`src/rtl/vmode_pkg.sv`:
```
package vmode_pkg;

	// ======================================================================
	// Address map
	// ======================================================================

	// Below this is video memory
	localparam logic [31:0] PALETTE_BASE = 32'h0080_0000;
	// Palette entries up to here, control registers above
	localparam logic [31:0] CTRL_BASE = 32'h0081_0000;

	// Control register offsets, address bits [3:0]
	localparam logic [3:0] REG_VRAM_OFFSET = 4'h0;
	localparam logic [3:0] REG_CPU_OFFSET = 4'h4;

	// ======================================================================
	// Bus structs
	// ======================================================================

	typedef struct packed {
		logic rw;
		logic [31:0] address;
		logic [31:0] wdata;
	} cpu_req_t;

	typedef struct packed {
		logic request;
		logic rw;
		logic [31:0] address;
		logic [31:0] wdata;
	} mem_req_t;

	typedef struct packed {
		logic [31:0] rdata;
		logic ready;
	} mem_rsp_t;

	// Timing comes from an external video timing generator
	typedef struct packed {
		logic hsync;
		logic vsync;
		logic request;
		logic [9:0] pos_x;
		logic [9:0] pos_y;
	} video_in_t;

	typedef enum logic [1:0] {
		REGION_VRAM,
		REGION_PALETTE,
		REGION_CTRL
	} cpu_region_t;

	typedef enum logic [1:0] {
		FETCH_IDLE,
		FETCH_WAIT_READY,
		FETCH_WAIT_RELEASE
	} fetch_state_t;

endpackage

```
`src/rtl/pixel_lookup.sv`:
```
`timescale 1ns/1ps

module pixel_lookup (
	input  logic                 i_clock,
	input  logic                 i_rst_n,

	input  vmode_pkg::video_in_t i_video,

	// Line buffer read port
	output logic [7:0]           o_line_rd_addr,
	input  logic [31:0]          i_line_rd_data,

	// Palette read port
	output logic [7:0]           o_pal_rd_addr,
	input  logic [23:0]          i_pal_rd_data,

	output logic [31:0]          o_video_rdata
);

	import vmode_pkg::*;

	logic [1:0] sel_d1;
	logic req_d1;
	logic req_d2;

	// Stage 1, word of four pixels
	assign o_line_rd_addr = i_video.pos_x[9:2];

	always_ff @(posedge i_clock) begin
		sel_d1 <= i_video.pos_x[1:0];
	end

	always_ff @(posedge i_clock) begin
		if (!i_rst_n) begin
			req_d1 <= 1'b0;
			req_d2 <= 1'b0;
		end else begin
			req_d1 <= i_video.request;
			req_d2 <= req_d1;
		end
	end

	// Stage 2, byte 0 is the leftmost pixel
	assign o_pal_rd_addr = i_line_rd_data[{sel_d1, 3'b000} +: 8];

	assign o_video_rdata = req_d2 ? {8'h00, i_pal_rd_data} : 32'h0;

endmodule

```
`config.mk`:
```
export PLATFORM = sky130hd
export DESIGN_NAME = pixel_lookup
export DESIGN_NICKNAME = d
export VERILOG_FILES = /design/src/rtl/vmode_pkg.sv /design/src/rtl/pixel_lookup.sv
export SDC_FILE = /design/constraint.sdc
export NUM_CORES = 1
export LEC_CHECK = 0
export BUFFER_PORTS_ARGS = -buffer_cell sky130_fd_sc_hd__buf_2
export CAP_MARGIN = 40
export CORE_MARGIN = 2
export CORE_UTILIZATION = 25
export DETAILED_ROUTE_END_ITERATION = 7
export PLACE_DENSITY = 0.87
export SETUP_SLACK_MARGIN = 0.5
export SYNTH_ARGS = -nofsm -noshare
export SYNTH_HDL_FRONTEND = slang
export SYNTH_SLANG_ARGS = --single-unit
```
`constraint.sdc`:
```
create_clock -name i_clock -period 2.25 [get_ports i_clock]
set_clock_uncertainty 0.2 [all_clocks]
set_input_delay 0 -clock i_clock [delete_from_list [all_inputs] [get_ports i_clock]]
set_output_delay 0 -clock i_clock [all_outputs]
set_load 0.1 [all_outputs]
```
==> impl_results.md <==
- Drt drc: 0
- Largest fanout on the critical path: 8
- CP required: 2.05 ns
- Setup TNS: 0 ns
- Clock buffer depth: 2
- Crit end category: output pin
- Critical Path Start Type: flop
- Initial DRC Count: 1
- Slew Limit Fails: 0
- Setup WS pre-CTS: 0.5272 ns
- Clock sinks: 4
- Synth Register Bits: 4
- Peak Freq: 0.6125 GHz
- Initial Util: 26.04%
- Die width: 51.77 um
- Root buffer cell: clkbuf_4
- Sequential fraction of the synthesis area: 14.04%
- Synth Instances: 59
- Io pins: 129
- R2R setup slack: 1.52 ns
- Final Hold Violating Endpoints: 0
- Clock Latency Late Sink: 0.23 ns
- Hold Crit Depth: 2
- NumNets Final: 241
- Critical path class: reg2out
- Clock transition at path regs: 0.04 ns
- Synth unique cells: 8
- Pwr Density: 531.1 nW/um^2
- Inserted Clock Buffers: 3
- Core ar.: 2191 um^2
- Drt wl/cell: 11.31 um
- Final GP Congestion: 0.7595
- First-pass GRT wire length: 2822 um
- IO Port Bufs: 92
- CTS tree: yes
- Vias in the first global route: 684
- Setup violators final: 0
- Slew margin rel.: 34.68%
- Initial antenna violation count: 0
- RR Endpoint: req_d2$_SDFF_PN0_
- Antenna fix cells: 0
- Run status: completed
- Hold Crit Class: in2reg
- Via count: 742
- RSZ-0062 raised after global routing: false
- Fin worst setup slack: 0.6174 ns
- Ys Warns: 0
- Area Growth Syn to Fin: 107.9%
- Die ar.: 2680 um^2
- Vias/cell: 3.989
- Routed WL: 2104 um
- Worst vdd ir: 0.3061 mV
- Min-Delay Endpoint: sel_d1[0]$_DFF_P_
- Critical path arrival: 1.43 ns
- Synthesized area: 570.5 um^2
- Postcts setup bufs: 0
- Grt ovf: 0
- Rows: 17
- Pre-Repair DR Iteration Count: 4
- Final Cycle Share: 72.56%
- HP Start: i_video[10]
- Max cap viols: 0
- Share of layout cells above drive strength 1: 68.99%
- Min Tclk post-route: 1.633 ns
- All-Layer GR Usage: 14.03%
- Syn Area/Cell: 9.670 um^2
- R2r worst-path depth: 1
- Worst Tran Pin Value: 0.9765 ns
- Origin of the critical flop-to-flop path: req_d1$_SDFF_PN0_
- Largest net degree at the start of global routing: 25
- Die Y-Extent: 51.77 um
- H-tree depth: 1
- Detail Route Antenna Nets: 0
- Leak pwr: 0.0006898 uW
critical path, cell delays in order (launching register included):
cell     delay [ns]
dfxtp_4        0.42
mux4_2         0.53
buf_4          0.25
through the flow:
stage / utilization, % / total power (uW) / instances / instance area (um^2) / hold slack, ns
after CTS: 51.23 / 623.7 / 182 / 1122 / 0.1903
after global placement: 43.29 / 444.6 / 166 / 948.4 / -0.1993
after floorplan: - / 454.4 / 66 / 596.8 / -0.1723
after detailed placement: 43.29 / 448.4 / 166 / 948.4 / -0.1993
final: 54.14 / 629.9 / 186 / 1186 / 0.2122
after global routing: 54.14 / 654.5 / 186 / 1186 / 0.2124
worst max-delay path by stage:
stage | cells after the start | slack (ns) | endpoint | startpoint
final | 2 | 0.62 | o_pal_rd_addr[6] | sel_d1[0]$_DFF_P_
after detailed placement | 2 | 0.53 | o_pal_rd_addr[6] | sel_d1[0]$_DFF_P_
after floorplan | 2 | 0.73 | o_video_rdata[10] | req_d2$_SDFF_PN0_
after CTS | 2 | 0.51 | o_pal_rd_addr[6] | sel_d1[0]$_DFF_P_
after global routing | 2 | 0.56 | o_pal_rd_addr[6] | sel_d1[0]$_DFF_P_
after global placement | 2 | 0.53 | o_pal_rd_addr[1] | sel_d1[0]$_DFF_P_
Yosys cell counts (all sizes together):
master  count  area, um^2
and2       26       162.7
buf        17       131.4
clkbuf      3       12.51
conb        1       3.750
dfxtp       4       80.08
mux4        8       180.2
sequential cells by signal (all words and copies together), names as in the netlist:
signal,count
req_d1,1
req_d2,1
sel_d1,2
where the power goes:
group	leakage, uW	total [uW]	internal (uW)	switching, uW
Combinational	0.000642	459	114	344
Clock	0.0000138	86.8	59.5	27.3
Sequential	0.0000342	84.4	74.7	9.68
Total	0.000690	630	249	381
repair_timing:
action | CTS | global route
endpoints found under the hold margin | 12 | 0
endpoints found under the setup margin | 8 | 32
gates resized for setup | 9 | 2
hold buffers | 13 | 0
placed cells by master (no fill, tap or decap):
master         instances
buf_2                 84
and2_1                26
dlygate4sd3_1         13
mux4_2                 8
conb_1                 8
buf_4                  8
buf_8                  4
clkbuf_4               3
dfxtp_1                2
dfxtp_2                1
dfxtp_4                1
cell type report:
type / count / area, um^2
Sequential cell: 4 / 85.08
Clock buffer: 3 / 22.52
Fill cell: 207 / 1005
Multi-Input combinational cell: 42 / 372.9
Timing Repair Buffer: 109 / 670.6
Tap cell: 28 / 35.03
routing by layer:
metal  track usage [%]  wire (um)  up-vias
met5                 0          0        -
met4             6.579         36        0
met3             2.586        204        4
met2             29.49       1205       53
met1             12.32        658      315
li1                  -          -      370
kinds of logic after synthesis:
| group | share of synthesized area [%] |
|---|---|
| buf+inv | 25.22 |
| flops | 14.04 |
| mux | 31.58 |
| other cells | 0.6573 |
| simple gates | 28.51 |
Note: power is estimated with default switching activity, not from simulation.
