==> config.mk <==
export PLATFORM = sky130hd
export DESIGN_NAME = line_fetcher
export DESIGN_NICKNAME = d
export VERILOG_FILES = /design/src/rtl/vmode_pkg.sv /design/src/rtl/line_fetcher.sv
export SDC_FILE = /design/constraint.sdc
export NUM_CORES = 1
export LEC_CHECK = 0
export BUFFER_PORTS_ARGS = -buffer_cell sky130_fd_sc_hd__buf_2
export CAP_MARGIN = 20
export CORE_MARGIN = 2
export CORE_UTILIZATION = 40
export CTS_CLUSTER_SIZE = 20
export DETAILED_ROUTE_END_ITERATION = 12
export PLACE_DENSITY = 0.7
export SLEW_MARGIN = 20
export SYNTH_ARGS = -nofsm -noshare
export SYNTH_HDL_FRONTEND = slang
export SYNTH_SLANG_ARGS = --single-unit
==> constraint.sdc <==
create_clock -name i_clock -period 4.77 [get_ports i_clock]
set_clock_uncertainty 0.1 [all_clocks]
set_input_delay 0.954 -clock i_clock [delete_from_list [all_inputs] [get_ports i_clock]]
set_output_delay 0.954 -clock i_clock [all_outputs]
set_load 0.01 [all_outputs]
==> src/rtl/vmode_pkg.sv <==
package vmode_pkg;

	// ======================================================================
	// Address map
	// ======================================================================

	// Below this is video memory
	localparam logic [31:0] PALETTE_BASE = 32'h0080_0000;
	// Palette entries up to here, control registers above
	localparam logic [31:0] CTRL_BASE = 32'h0081_0000;

	// Control register offsets, address bits [3:0]
	localparam logic [3:0] REG_VRAM_OFFSET = 4'h0;
	localparam logic [3:0] REG_CPU_OFFSET = 4'h4;

	// ======================================================================
	// Bus structs
	// ======================================================================

	typedef struct packed {
		logic rw;
		logic [31:0] address;
		logic [31:0] wdata;
	} cpu_req_t;

	typedef struct packed {
		logic request;
		logic rw;
		logic [31:0] address;
		logic [31:0] wdata;
	} mem_req_t;

	typedef struct packed {
		logic [31:0] rdata;
		logic ready;
	} mem_rsp_t;

	// Timing comes from an external video timing generator
	typedef struct packed {
		logic hsync;
		logic vsync;
		logic request;
		logic [9:0] pos_x;
		logic [9:0] pos_y;
	} video_in_t;

	typedef enum logic [1:0] {
		REGION_VRAM,
		REGION_PALETTE,
		REGION_CTRL
	} cpu_region_t;

	typedef enum logic [1:0] {
		FETCH_IDLE,
		FETCH_WAIT_READY,
		FETCH_WAIT_RELEASE
	} fetch_state_t;

endpackage

==> src/rtl/line_fetcher.sv <==
`timescale 1ns/1ps

module line_fetcher #(
	parameter int PPITCH = 320
) (
	input  logic                            i_clock,
	input  logic                            i_rst_n,

	input  vmode_pkg::video_in_t            i_video,
	input  logic [31:0]                     i_vram_offset,

	// Video memory port B, read only
	output vmode_pkg::mem_req_t             o_vram_pb,
	input  vmode_pkg::mem_rsp_t             i_vram_pb,

	// Line buffer write port
	output logic                            o_line_wr_en,
	output logic [$clog2(PPITCH/4)-1:0]     o_line_wr_addr,
	output logic [31:0]                     o_line_wr_data
);

	import vmode_pkg::*;

	localparam int WORDS = PPITCH / 4;
	localparam int AW = $clog2(WORDS);

	fetch_state_t state;
	logic [1:0] hs_sync;
	logic [1:0] vs_sync;
	logic hs_prev;
	logic vs_prev;
	logic start;
	logic start_fetch;
	logic word_done;
	logic next_word;
	logic [AW-1:0] count;
	logic [31:0] line_start;
	logic pb_request;
	logic [31:0] pb_address;

	// ======================================================================
	// Sync inputs and hsync edge
	// ======================================================================

	always_ff @(posedge i_clock) begin
		if (!i_rst_n) begin
			hs_sync <= 2'b00;
			vs_sync <= 2'b00;
			hs_prev <= 1'b0;
			vs_prev <= 1'b0;
		end else begin
			hs_sync <= {hs_sync[0], i_video.hsync};
			vs_sync <= {vs_sync[0], i_video.vsync};
			hs_prev <= hs_sync[1];
			vs_prev <= vs_sync[1];
		end
	end

	assign start = hs_sync[1] && !hs_prev && !vs_prev;
	assign line_start = i_vram_offset + 32'(i_video.pos_y) * 32'(PPITCH);

	// ======================================================================
	// Fetch FSM
	// ======================================================================

	// Edges that arrive mid-fetch are dropped
	assign start_fetch = (state == FETCH_IDLE) && start;
	assign word_done = (state == FETCH_WAIT_READY) && i_vram_pb.ready;
	assign next_word = (state == FETCH_WAIT_RELEASE) && !i_vram_pb.ready;

	always_ff @(posedge i_clock) begin
		if (!i_rst_n) begin
			state <= FETCH_IDLE;
			pb_request <= 1'b0;
			o_line_wr_en <= 1'b0;
			count <= '0;
		end else begin
			o_line_wr_en <= 1'b0;
			case (state)
				FETCH_IDLE: begin
					if (start_fetch) begin
						count <= '0;
						pb_request <= 1'b1;
						state <= FETCH_WAIT_READY;
					end
				end
				FETCH_WAIT_READY: begin
					if (word_done) begin
						pb_request <= 1'b0;
						o_line_wr_en <= 1'b1;
						count <= count + 1'b1;
						if (count == AW'(WORDS - 1)) begin
							state <= FETCH_IDLE;
						end else begin
							state <= FETCH_WAIT_RELEASE;
						end
					end
				end
				FETCH_WAIT_RELEASE: begin
					// Memory must drop ready before the next request
					if (next_word) begin
						pb_request <= 1'b1;
						state <= FETCH_WAIT_READY;
					end
				end
				default: begin
					pb_request <= 1'b0;
					state <= FETCH_IDLE;
				end
			endcase
		end
	end

	always_ff @(posedge i_clock) begin
		if (start_fetch) begin
			pb_address <= line_start;
		end else if (next_word) begin
			pb_address <= pb_address + 32'd4;
		end
		if (word_done) begin
			o_line_wr_addr <= count;
			o_line_wr_data <= i_vram_pb.rdata;
		end
	end

	assign o_vram_pb = '{request: pb_request, rw: 1'b0, address: pb_address, wdata: 32'h0};

endmodule

==> out/summary.txt <==
Status = finished, final reports clean
Iteration-0 DRC count of the detailed router = 239
Mux share of post-synthesis cell area = 0.196%
Overflow left after global routing = 0
CTS tree = yes
Sum Neg Setup Slack = 0 ps
Clock Pin Slew Worst Setup and Hold Paths = 70 ps
Routability cong. = 0.827
Sequential area share after synthesis = 48.0%
Final wirelength = 11600 um
Endpoint class of the critical path = flip-flop
Gate Count Post-Synth = 486
Crit start category = input port
DP HPWL = 9160 um
Gr usage total = 16.8%
Area after DPL = 0.00598 sq mm
Synth Area in Compound Gates = 11.9%
Clock root cell = clkbuf_16
Hold path start = vs_sync[0]$_SDFF_PN0_
Die Y-Extent = 117 um
Psw = 0.540 mW
Critical Path AT = 4510 ps
Design area = 0.00632 sq mm
Initial Util = 40.8%
I/O Buffers = 151
Relative slew slack = 38.1%
Fin. max-slew vios = 0
CTS Sinks = 87
H-tree levels = 3
Share of cells above drive strength 1 = 30.0%
Number of synthesized flops with an enable pin = 71
Most common cell after layout, fill and taps aside = buf_2
Vias in the first global route = 3766
Die area = 0.0137 sq mm
Die span in x = 117 um
CTS Buffer Depth = 2
Final core utilization = 50.5%
Largest net degree at the start of global routing = 46
Via count = 4020
Syn. warnings = 0
Synth cell types = 57
Worst hold slack = 342 ps
TritonCTS Buffers = 9
Max-cap violations = 0
Multi-input gate area = 0.00243 sq mm
Highest-count cells in the layout ignoring fill and taps = buf_2, edfxtp_1, nand2_1
Area Overhead vs Synth = 23.8%
DRC violations left = 0
Hold EP = vs_sync[1]$_SDFF_PN0_
Fmax = 221 MHz
Site Rows = 41
Reg power frac = 43.3%
WP data required = 4750 ps
Clk network pwr share = 35.5%
Xor/xnor share of the synthesized area = 8.57%
Hold Path Depth = 1
Final Hold Viols = 0
Combinational share of power = 21.2%
Sequential cell area = 0.00245 sq mm
# diodes = 0
#FFs+latches synth = 87
Mapped Area = 0.00511 sq mm
Crit-path max FO = 9
Drt first pass iters = 4
Overall power = 1.98 mW
Reg2reg start = pb_address[2]$_DFFE_PP_
# hold bufs at CTS = 0
# resized after CTS = 0
WL/cell = 14.1 um
Drt via density = 4.88
Period utilization = 94.9%
Asr flop ratio synth = 0%
Post-layout min period = 4530 ps
Cell Int Power = 1.44 mW
Top-area cell type share of the netlist area = 41.7%
Placed insts = 806
Post-synth top area cell = edfxtp_1
Antenna violations before repair = 0
RSZ-0062 raised after global routing = false
Kind of critical path = in -> reg
Simple-gate share of the synthesized area = 15.6%
# IOs = 196
Setup bufs post-CTS = 0
Worst Tran Pin Value = 929 ps
Antenna-violating nets left = 0
Post-synthesis adder-cell area fraction = 8.38%
Pre-CTS WS = -146 ps
Ys flop type = edfxtp_1
PD cells = 314 mW/mm^2
Post-Layout Cell Count = 823
Max VDD drop = 0.000157 V
Final #Nets = 769
Worst setup path start = i_video[2]
R2R setup slack = 2140 ps
Area contributors post-synth = edfxtp_1, ha_1, dfxtp_1
Syn Area/Cell = 10.5 sq um
Worst R2R Path Depth = 7
Core Region = 0.0125 sq mm
Setup ws final = 243 ps
Reg2reg end = pb_address[22]$_DFFE_PP_
Finish-stage setup viols = 0
Sw Share = 27.2%
Worst-Skew Late Latency = 340 ps
Pleak = 2.61 nW
Filler cells = 1178
Hold Path Class = reg -> reg
Main combinational cell family by area after synthesis = simple AND/OR/NAND/NOR gates
First-pass GRT wire length = 17900 um
power by group through the flow:
stage                     clock (mW)  sequential, mW  combinational [mW]
after global routing           0.752           0.861               0.475
after global placement             0           0.875               0.402
after detailed placement           0           0.876               0.411
final                          0.704           0.859               0.420
after floorplan                    0           0.882               0.301
after CTS                      0.725           0.859               0.414
cells by family (layout without fill, tap and decap cells):
group | Yosys count | in the layout
buffers and inverters | 62 | 195
muxes | 1 | 1
DFF | 87 | 87
AOI/OAI and AO/OA | 92 | 92
adders and majority gates | 33 | 33
and+or+nand+nor | 160 | 160
other | 1 | 33
xor gates and xnor gates | 50 | 50
cell type report:
type / instances / area share [%]
clock inverters: 6 / 1.15
multi-input cells: 369 / 38.4
repair buffers: 164 / 13.8
inverters: 15 / 0.890
well taps: 172 / 3.40
clock buffers: 10 / 3.62
flip-flops and latches: 87 / 38.8
routing by layer:
| layer | share of wire [%] | global-route usage [%] |
|---|---|---|
| met1 | 41 | 19.5 |
| met2 | 49 | 30.6 |
| met3 | 9.3 | 4.17 |
| met4 | 0.97 | 4.63 |
| met5 | 0 | 0 |
registers in the layout, indices dropped and copies added, names as in the netlist, 2 cells and up:
register / flops
pb_address: 32
o_line_wr_addr: 7
vs_sync: 2
o_line_wr_data: 32
hs_sync: 2
count: 7
synth_stat cells, types with 2 or more instances:
cell type and number:
and3_1 7, and2_1 12, a21o_1 4, clkbuf_1 8, nand4_1 12, xor2_1 16
edfxtp_1 71, inv_1 14, nand3_1 24, o311ai_0 2, nand2b_1 7, buf_4 34
a21oi_1 21, dfxtp_1 16, o21ai_1 3, nand2_1 45, o21a_1 3, or3_1 5
ha_1 31, a311oi_1 3, a21oi_2 2, xnor2_1 34, and4_1 2, fa_1 2
nor2_1 30, a31oi_1 2, o31a_1 2, a211oi_1 10, o211ai_2 2, nor3_1 6
buf_2 2, or4_1 2, nor4_1 2, o21ai_0 27
worst max-delay path by stage:
stage	to	slack, ps	cells after the start
6_report	pb_address[29]$_DFFE_PP_	240	16
3_5_place_dp	pb_address[29]$_DFFE_PP_	-150	16
5_1_grt	pb_address[29]$_DFFE_PP_	6	16
2_1_floorplan	pb_address[22]$_DFFE_PP_	250	15
4_1_cts	pb_address[29]$_DFFE_PP_	190	16
3_3_place_gp	pb_address[29]$_DFFE_PP_	-100	16
worst max-delay path, stage by stage:
cell and delay, ps:
buf_2 110, ha_1 310, ha_1 300, a21o_1 170, a21oi_1 180, o21ai_0 140, or4_1 400, o311ai_1 140
xnor2_1 120, ha_1 380, nand4_1 150, a21oi_2 190, nand2_1 80, a221o_2 450, o21a_1 200, o31a_1 230
No activity file was read; power rests on OpenSTA's default activity.
