===== src/rtl/vmode_pkg.sv =====
package vmode_pkg;

	// ======================================================================
	// Address map
	// ======================================================================

	// Below this is video memory
	localparam logic [31:0] PALETTE_BASE = 32'h0080_0000;
	// Palette entries up to here, control registers above
	localparam logic [31:0] CTRL_BASE = 32'h0081_0000;

	// Control register offsets, address bits [3:0]
	localparam logic [3:0] REG_VRAM_OFFSET = 4'h0;
	localparam logic [3:0] REG_CPU_OFFSET = 4'h4;

	// ======================================================================
	// Bus structs
	// ======================================================================

	typedef struct packed {
		logic rw;
		logic [31:0] address;
		logic [31:0] wdata;
	} cpu_req_t;

	typedef struct packed {
		logic request;
		logic rw;
		logic [31:0] address;
		logic [31:0] wdata;
	} mem_req_t;

	typedef struct packed {
		logic [31:0] rdata;
		logic ready;
	} mem_rsp_t;

	// Timing comes from an external video timing generator
	typedef struct packed {
		logic hsync;
		logic vsync;
		logic request;
		logic [9:0] pos_x;
		logic [9:0] pos_y;
	} video_in_t;

	typedef enum logic [1:0] {
		REGION_VRAM,
		REGION_PALETTE,
		REGION_CTRL
	} cpu_region_t;

	typedef enum logic [1:0] {
		FETCH_IDLE,
		FETCH_WAIT_READY,
		FETCH_WAIT_RELEASE
	} fetch_state_t;

endpackage


===== src/rtl/cpu_port_decoder.sv =====
`timescale 1ns/1ps

module cpu_port_decoder (
	input  logic                i_clock,
	input  logic                i_rst_n,

	// CPU
	input  logic                i_cpu_request,
	input  vmode_pkg::cpu_req_t i_cpu,
	output logic [31:0]         o_cpu_rdata,
	output logic                o_cpu_ready,

	// Video memory port A
	output vmode_pkg::mem_req_t o_vram_pa,
	input  vmode_pkg::mem_rsp_t i_vram_pa,

	// Palette write port
	output logic                o_pal_wr_en,
	output logic [7:0]          o_pal_wr_addr,
	output logic [23:0]         o_pal_wr_data,

	output logic [31:0]         o_vram_offset
);

	import vmode_pkg::*;

	cpu_region_t region;
	logic busy;
	logic accept;
	logic done;
	logic [31:0] cpu_offset;
	logic [31:0] pal_offset;
	logic pa_request;
	logic pa_rw;
	logic [31:0] pa_address;
	logic [31:0] pa_wdata;

	always_comb begin
		if (i_cpu.address < PALETTE_BASE) begin
			region = REGION_VRAM;
		end else if (i_cpu.address < CTRL_BASE) begin
			region = REGION_PALETTE;
		end else begin
			region = REGION_CTRL;
		end
	end

	// No new access while one is open or its ready is still out
	assign accept = i_cpu_request && !busy && !o_cpu_ready;
	assign done = busy && i_vram_pa.ready;
	assign pal_offset = i_cpu.address - PALETTE_BASE;

	always_ff @(posedge i_clock) begin
		if (!i_rst_n) begin
			busy <= 1'b0;
			pa_request <= 1'b0;
			o_cpu_ready <= 1'b0;
			o_pal_wr_en <= 1'b0;
			cpu_offset <= 32'h0;
			o_vram_offset <= 32'h0;
		end else begin
			o_cpu_ready <= 1'b0;
			o_pal_wr_en <= 1'b0;
			if (done) begin
				busy <= 1'b0;
				pa_request <= 1'b0;
				o_cpu_ready <= 1'b1;
			end else if (accept) begin
				case (region)
					REGION_VRAM: begin
						busy <= 1'b1;
						pa_request <= 1'b1;
					end
					REGION_PALETTE: begin
						o_pal_wr_en <= i_cpu.rw;
						o_cpu_ready <= 1'b1;
					end
					default: begin
						if (i_cpu.rw && i_cpu.address[3:0] == REG_VRAM_OFFSET) begin
							o_vram_offset <= i_cpu.wdata;
						end
						if (i_cpu.rw && i_cpu.address[3:0] == REG_CPU_OFFSET) begin
							cpu_offset <= i_cpu.wdata;
						end
						o_cpu_ready <= 1'b1;
					end
				endcase
			end
		end
	end

	always_ff @(posedge i_clock) begin
		if (accept) begin
			pa_rw <= i_cpu.rw;
			pa_address <= cpu_offset + i_cpu.address;
			pa_wdata <= i_cpu.wdata;
			// Entries are four bytes apart
			o_pal_wr_addr <= pal_offset[9:2];
			o_pal_wr_data <= i_cpu.wdata[23:0];
		end
		// Palette and control reads return zero
		if (done) begin
			o_cpu_rdata <= i_vram_pa.rdata;
		end else if (accept) begin
			o_cpu_rdata <= 32'h0;
		end
	end

	assign o_vram_pa = '{request: pa_request, rw: pa_rw, address: pa_address, wdata: pa_wdata};

endmodule


===== config.mk =====
export PLATFORM = sky130hd
export DESIGN_NAME = cpu_port_decoder
export DESIGN_NICKNAME = d
export VERILOG_FILES = /design/src/rtl/vmode_pkg.sv /design/src/rtl/cpu_port_decoder.sv
export SDC_FILE = /design/constraint.sdc
export NUM_CORES = 1
export LEC_CHECK = 0
export BUFFER_PORTS_ARGS = -buffer_cell sky130_fd_sc_hd__buf_4
export CAP_MARGIN = 20
export CORE_MARGIN = 2
export CORE_UTILIZATION = 45
export DETAILED_ROUTE_END_ITERATION = 6
export PLACE_DENSITY = 0.78
export SYNTH_ARGS = -nofsm -noshare
export SYNTH_HDL_FRONTEND = slang
export SYNTH_SLANG_ARGS = --single-unit

===== constraint.sdc =====
create_clock -name i_clock -period 9.1 [get_ports i_clock]
set_input_delay 1.365 -clock i_clock [delete_from_list [all_inputs] [get_ports i_clock]]
set_output_delay 1.365 -clock i_clock [all_outputs]
set_load 0.02 [all_outputs]

==> results <==
- The total net switching power is 0.441 mW.
- The global-route wire length before repair is 28900 µm.
- The worst-case IR drop observed on VDD is 0.120 mV.
- The mean number of vias per cell is 5.18.
- The placed wire-length estimate after detailed placement is 14000 µm.
- Once the clock tree was built, the setup fixing pass inserted 0 buffers.
- Clock latency on the worst-skew pair, taken at its later pin, is 420 ps.
- The worst-path maximum fanout is 32.
- For the worst setup path, the data required time is 9410 ps.
- The floorplan die area is 18600 µm².
- Clock tree synthesis found a total of 172 sinks.
- The clock transition at the registers of the reported paths is 70 ps.
- Setup repair after global routing left no endpoint under its margin.
- The cell depth of the worst min-delay path is 2.
- The maximum count of clock buffers along a single path is 2.
- The most heavily used metal layer in global routing is met2.
- Yosys mapped a number of flops with a built-in enable equal to 105.
- The measured slew at the worst slew-check pin is 1110 ps.
- In the layout the commonest cells are sky130_fd_sc_hd__buf_4 (268), sky130_fd_sc_hd__edfxtp_1 (105), sky130_fd_sc_hd__nor2b_1 (72), sky130_fd_sc_hd__dfxtp_1 (67), sky130_fd_sc_hd__mux2i_1 (66).
- The kind of end point of the critical path is a flip-flop.
- Setup violations remaining at the end of the flow were counted as 0.
- The standard cell core area is 17200 µm².
- For the worst setup path, the data arrival time is 3940 ps.
- Summed over all cells, the static leakage comes to 4.66 nW.
- The violation count after the first detailed-route iteration is 292.
- Global routing used 20.3% of the available tracks across all layers.
- The via count of the first global-routing pass came to 5517.
- The power per cell area is 175 nW/µm².
- In the global route stage, met3 resource usage came out at 6.75%.
- The flow ran to the end, and the final reports show no timing, DRC or antenna violations.
- The maximum number of pins on one net before global-route repair is 78.
- The shortest period the worst path allows is 3630 ps.
- The commonest non-fill, non-tap cell in the layout is sky130_fd_sc_hd__buf_4.
- The floorplan die width is 136 µm.
- The final layout contains routed wiring with a total length of 19100 µm.
- The flip-flop and latch count after synthesis is 172.
- Setup slack on the critical path of the routed design comes to 5470 ps.
- The share of the Yosys chip area taken by registers is 57.1%.
- The die boundary height is 136 µm.
- The final routed wire length divided by cell count is 17.2 µm.
- For this run, the leading register cell type out of synthesis is sky130_fd_sc_hd__edfxtp_1.
- Global routing used 24.6% of the available met1 tracks.
- The warning count from the yosys run is 0.
- The number of hold violations in the final report is 0.
- For the worst flop-to-flop path, the logic depth is 9.
- The proportion of total power due to net switching is 24.1%.
- The achievable frequency is 275 MHz.
- The H-tree was split into 4 levels.
- Summing over every cut layer, the via total after detailed routing is 5765.
- The min-delay analysis places its worst path in the category reg -> reg.
- The share of total power dissipated in combinational logic is 11.1%.
- Max-cap violations in this run came to 0.
- The final clock period utilization by the worst path is 39.9%.
- The fraction of final layout cells with drive strength greater than 1 is 34.0%.
- The count of buffers added on input and output ports is 264.
- The root buffer cell chosen for the clock tree is sky130_fd_sc_hd__clkbuf_16.
- The repair_antennas step left the layout with diodes totalling 0.
- TritonCTS created 17 clock buffers.
- The synthesized net count is 771.
- The congestion estimate from routability-driven global placement came to 0.860.
- In this run the mean area of a mapped cell was 12.3 µm².
- After synthesis the cells add up to 7870 µm².
- The number of top-level pins is 265.
- The global routing met2 resource utilization is 33.9%.
- The number of hold buffers added after CTS is 0.
- The number of nets with antenna violations after routing is 0.
- The number of gates resized after CTS is 0.
- In this run the core area contains 48 standard-cell rows.
- From synthesis to final layout, the design area changed by 32.8%.
- The part of the power in the clock network is 41.5%.
- The worst max-slew margin expressed relative to the limit is 26.2%.
- For this configuration, the core starts out at a cell density of 45.8%.
- The worst-case clock skew is 9.64 ps.
- For the final routed database, the setup TNS stands at 0 ps.
- Yosys mapped the design onto 48 distinct sky130hd cell types.
- The sequential group share of total power is 47.4%.
- The final max-slew violation count came to 0.
- The number of nets in the layout is 1007.
- The length of the first detailed-routing pass in iterations is 4.
- The number of antenna violations at the first check in global routing is 0.
- Prior to clock tree synthesis, the placed netlist has a worst setup slack of 4990 ps.
- The setup path with the least slack is of type in -> reg.
- In the synthesized netlist, the number of instances is 638.
- Of all flip-flops after synthesis, the portion carrying an async set or reset was 0%.
- Summed over all layers, the global routing overflow is 0.
- The CTS tree is yes.
- The worst setup path is launched from an input port.
- The internal portion of the total power is 1.39 mW.
- The detailed-route DRC error count is 0.
-- power by group through the flow --
stage / logic [mW] / registers [mW] / clock network (mW)
after floorplan: 0.0702 / 0.921 / 0
after global placement: 0.202 / 0.886 / 0
after detailed placement: 0.203 / 0.886 / 0
after CTS: 0.204 / 0.869 / 0.773
after global routing: 0.217 / 0.872 / 0.804
final: 0.203 / 0.869 / 0.761
-- through the flow --
step / util [%] / hold WS (ps) / cells / total power [mW] / cell area [µm²]
after detailed placement: 57.2 / 505 / 1080 / 1.09 / 9830
after CTS: 60.9 / 523 / 1112 / 1.85 / 10500
after global placement: 57.2 / 498 / 1080 / 1.09 / 9830
final: 60.9 / 518 / 1112 / 1.83 / 10500
after global routing: 60.9 / 550 / 1112 / 1.89 / 10500
after floorplan: - / 490 / 638 / 0.991 / 7870
-- cells by family (layout without fill, tap and decap cells) --
kind of cell,count (synthesis),in the layout,share of synthesized area (%)
AND/OR/NAND/NOR,186,186,13.6
multiplexers,66,66,8.39
flip-flops,172,172,57.1
XOR/XNOR,27,27,3.00
adder cells (fa/ha/maj),32,32,5.18
buffers and inverters,55,304,4.66
AO/OA/AOI/OAI,100,100,8.12
-- worst max-delay path, cell delays in order --
cell and delay, ps:
sky130_fd_sc_hd__buf_4 110, sky130_fd_sc_hd__or4_1 540, sky130_fd_sc_hd__o41ai_2 320, sky130_fd_sc_hd__nand3_1 150, sky130_fd_sc_hd__nand4_1 200, sky130_fd_sc_hd__or2_2 880
sky130_fd_sc_hd__mux2i_1 290, sky130_fd_sc_hd__nor2b_1 70
-- cell type report --
cell class / instances / area [µm²]
inverters: 4 / 15.0
well taps: 225 / 282
repair buffers: 268 / 2010
clock buffers: 19 / 475
clock inverters: 13 / 149
multi-input cells: 411 / 3030
flip-flops and latches: 172 / 4490
fillers: 1410 / 6720
-- cells in the mapped netlist (6+ instances only) --
| master | n | area [µm²] |
|---|---|---|
| sky130_fd_sc_hd__a21oi_1 | 29 | 145 |
| sky130_fd_sc_hd__clkbuf_1 | 16 | 60.1 |
| sky130_fd_sc_hd__buf_4 | 26 | 195 |
| sky130_fd_sc_hd__edfxtp_1 | 105 | 3150 |
| sky130_fd_sc_hd__ha_1 | 31 | 388 |
| sky130_fd_sc_hd__o21ai_0 | 23 | 115 |
| sky130_fd_sc_hd__mux2i_1 | 66 | 661 |
| sky130_fd_sc_hd__a21o_1 | 12 | 90.1 |
| sky130_fd_sc_hd__nor3_1 | 6 | 30.0 |
| sky130_fd_sc_hd__nor4_1 | 6 | 37.5 |
| sky130_fd_sc_hd__nor2_1 | 15 | 56.3 |
| sky130_fd_sc_hd__nor2b_1 | 72 | 450 |
| sky130_fd_sc_hd__xor2_1 | 13 | 114 |
| sky130_fd_sc_hd__xnor2_1 | 14 | 123 |
| sky130_fd_sc_hd__nand2_1 | 25 | 93.8 |
| sky130_fd_sc_hd__o211ai_1 | 7 | 52.6 |
| sky130_fd_sc_hd__and3_1 | 35 | 219 |
| sky130_fd_sc_hd__dfxtp_1 | 67 | 1340 |
| sky130_fd_sc_hd__nand4_1 | 7 | 43.8 |
-- sequential cells by signal (all words and copies together), names as in the netlist, 8 cells and up --
register       flops
cpu_offset        32
pa_wdata           9
pa_address        32
o_pal_wr_addr      8
o_vram_offset     32
o_pal_wr_data     23
o_cpu_rdata       32
-- worst paths after layout --
path                                  startpoint               end  slack [ps]
worst max-delay path                   i_cpu[51]    cpu_offset[27]        5470
worst min-delay path            o_vram_offset[0]  o_vram_offset[0]         520
worst max register to register     cpu_offset[0]    pa_address[26]        6230
worst min register to register  o_vram_offset[0]  o_vram_offset[0]         520
-- per-layer routing --
layer | up-vias | share of wire (%)
li1 | 2792 | -
met1 | 2671 | 40
met2 | 278 | 48
met3 | 24 | 10
met4 | 0 | 1.6
met5 | - | 0
No activity file was read; power rests on OpenSTA's default activity.
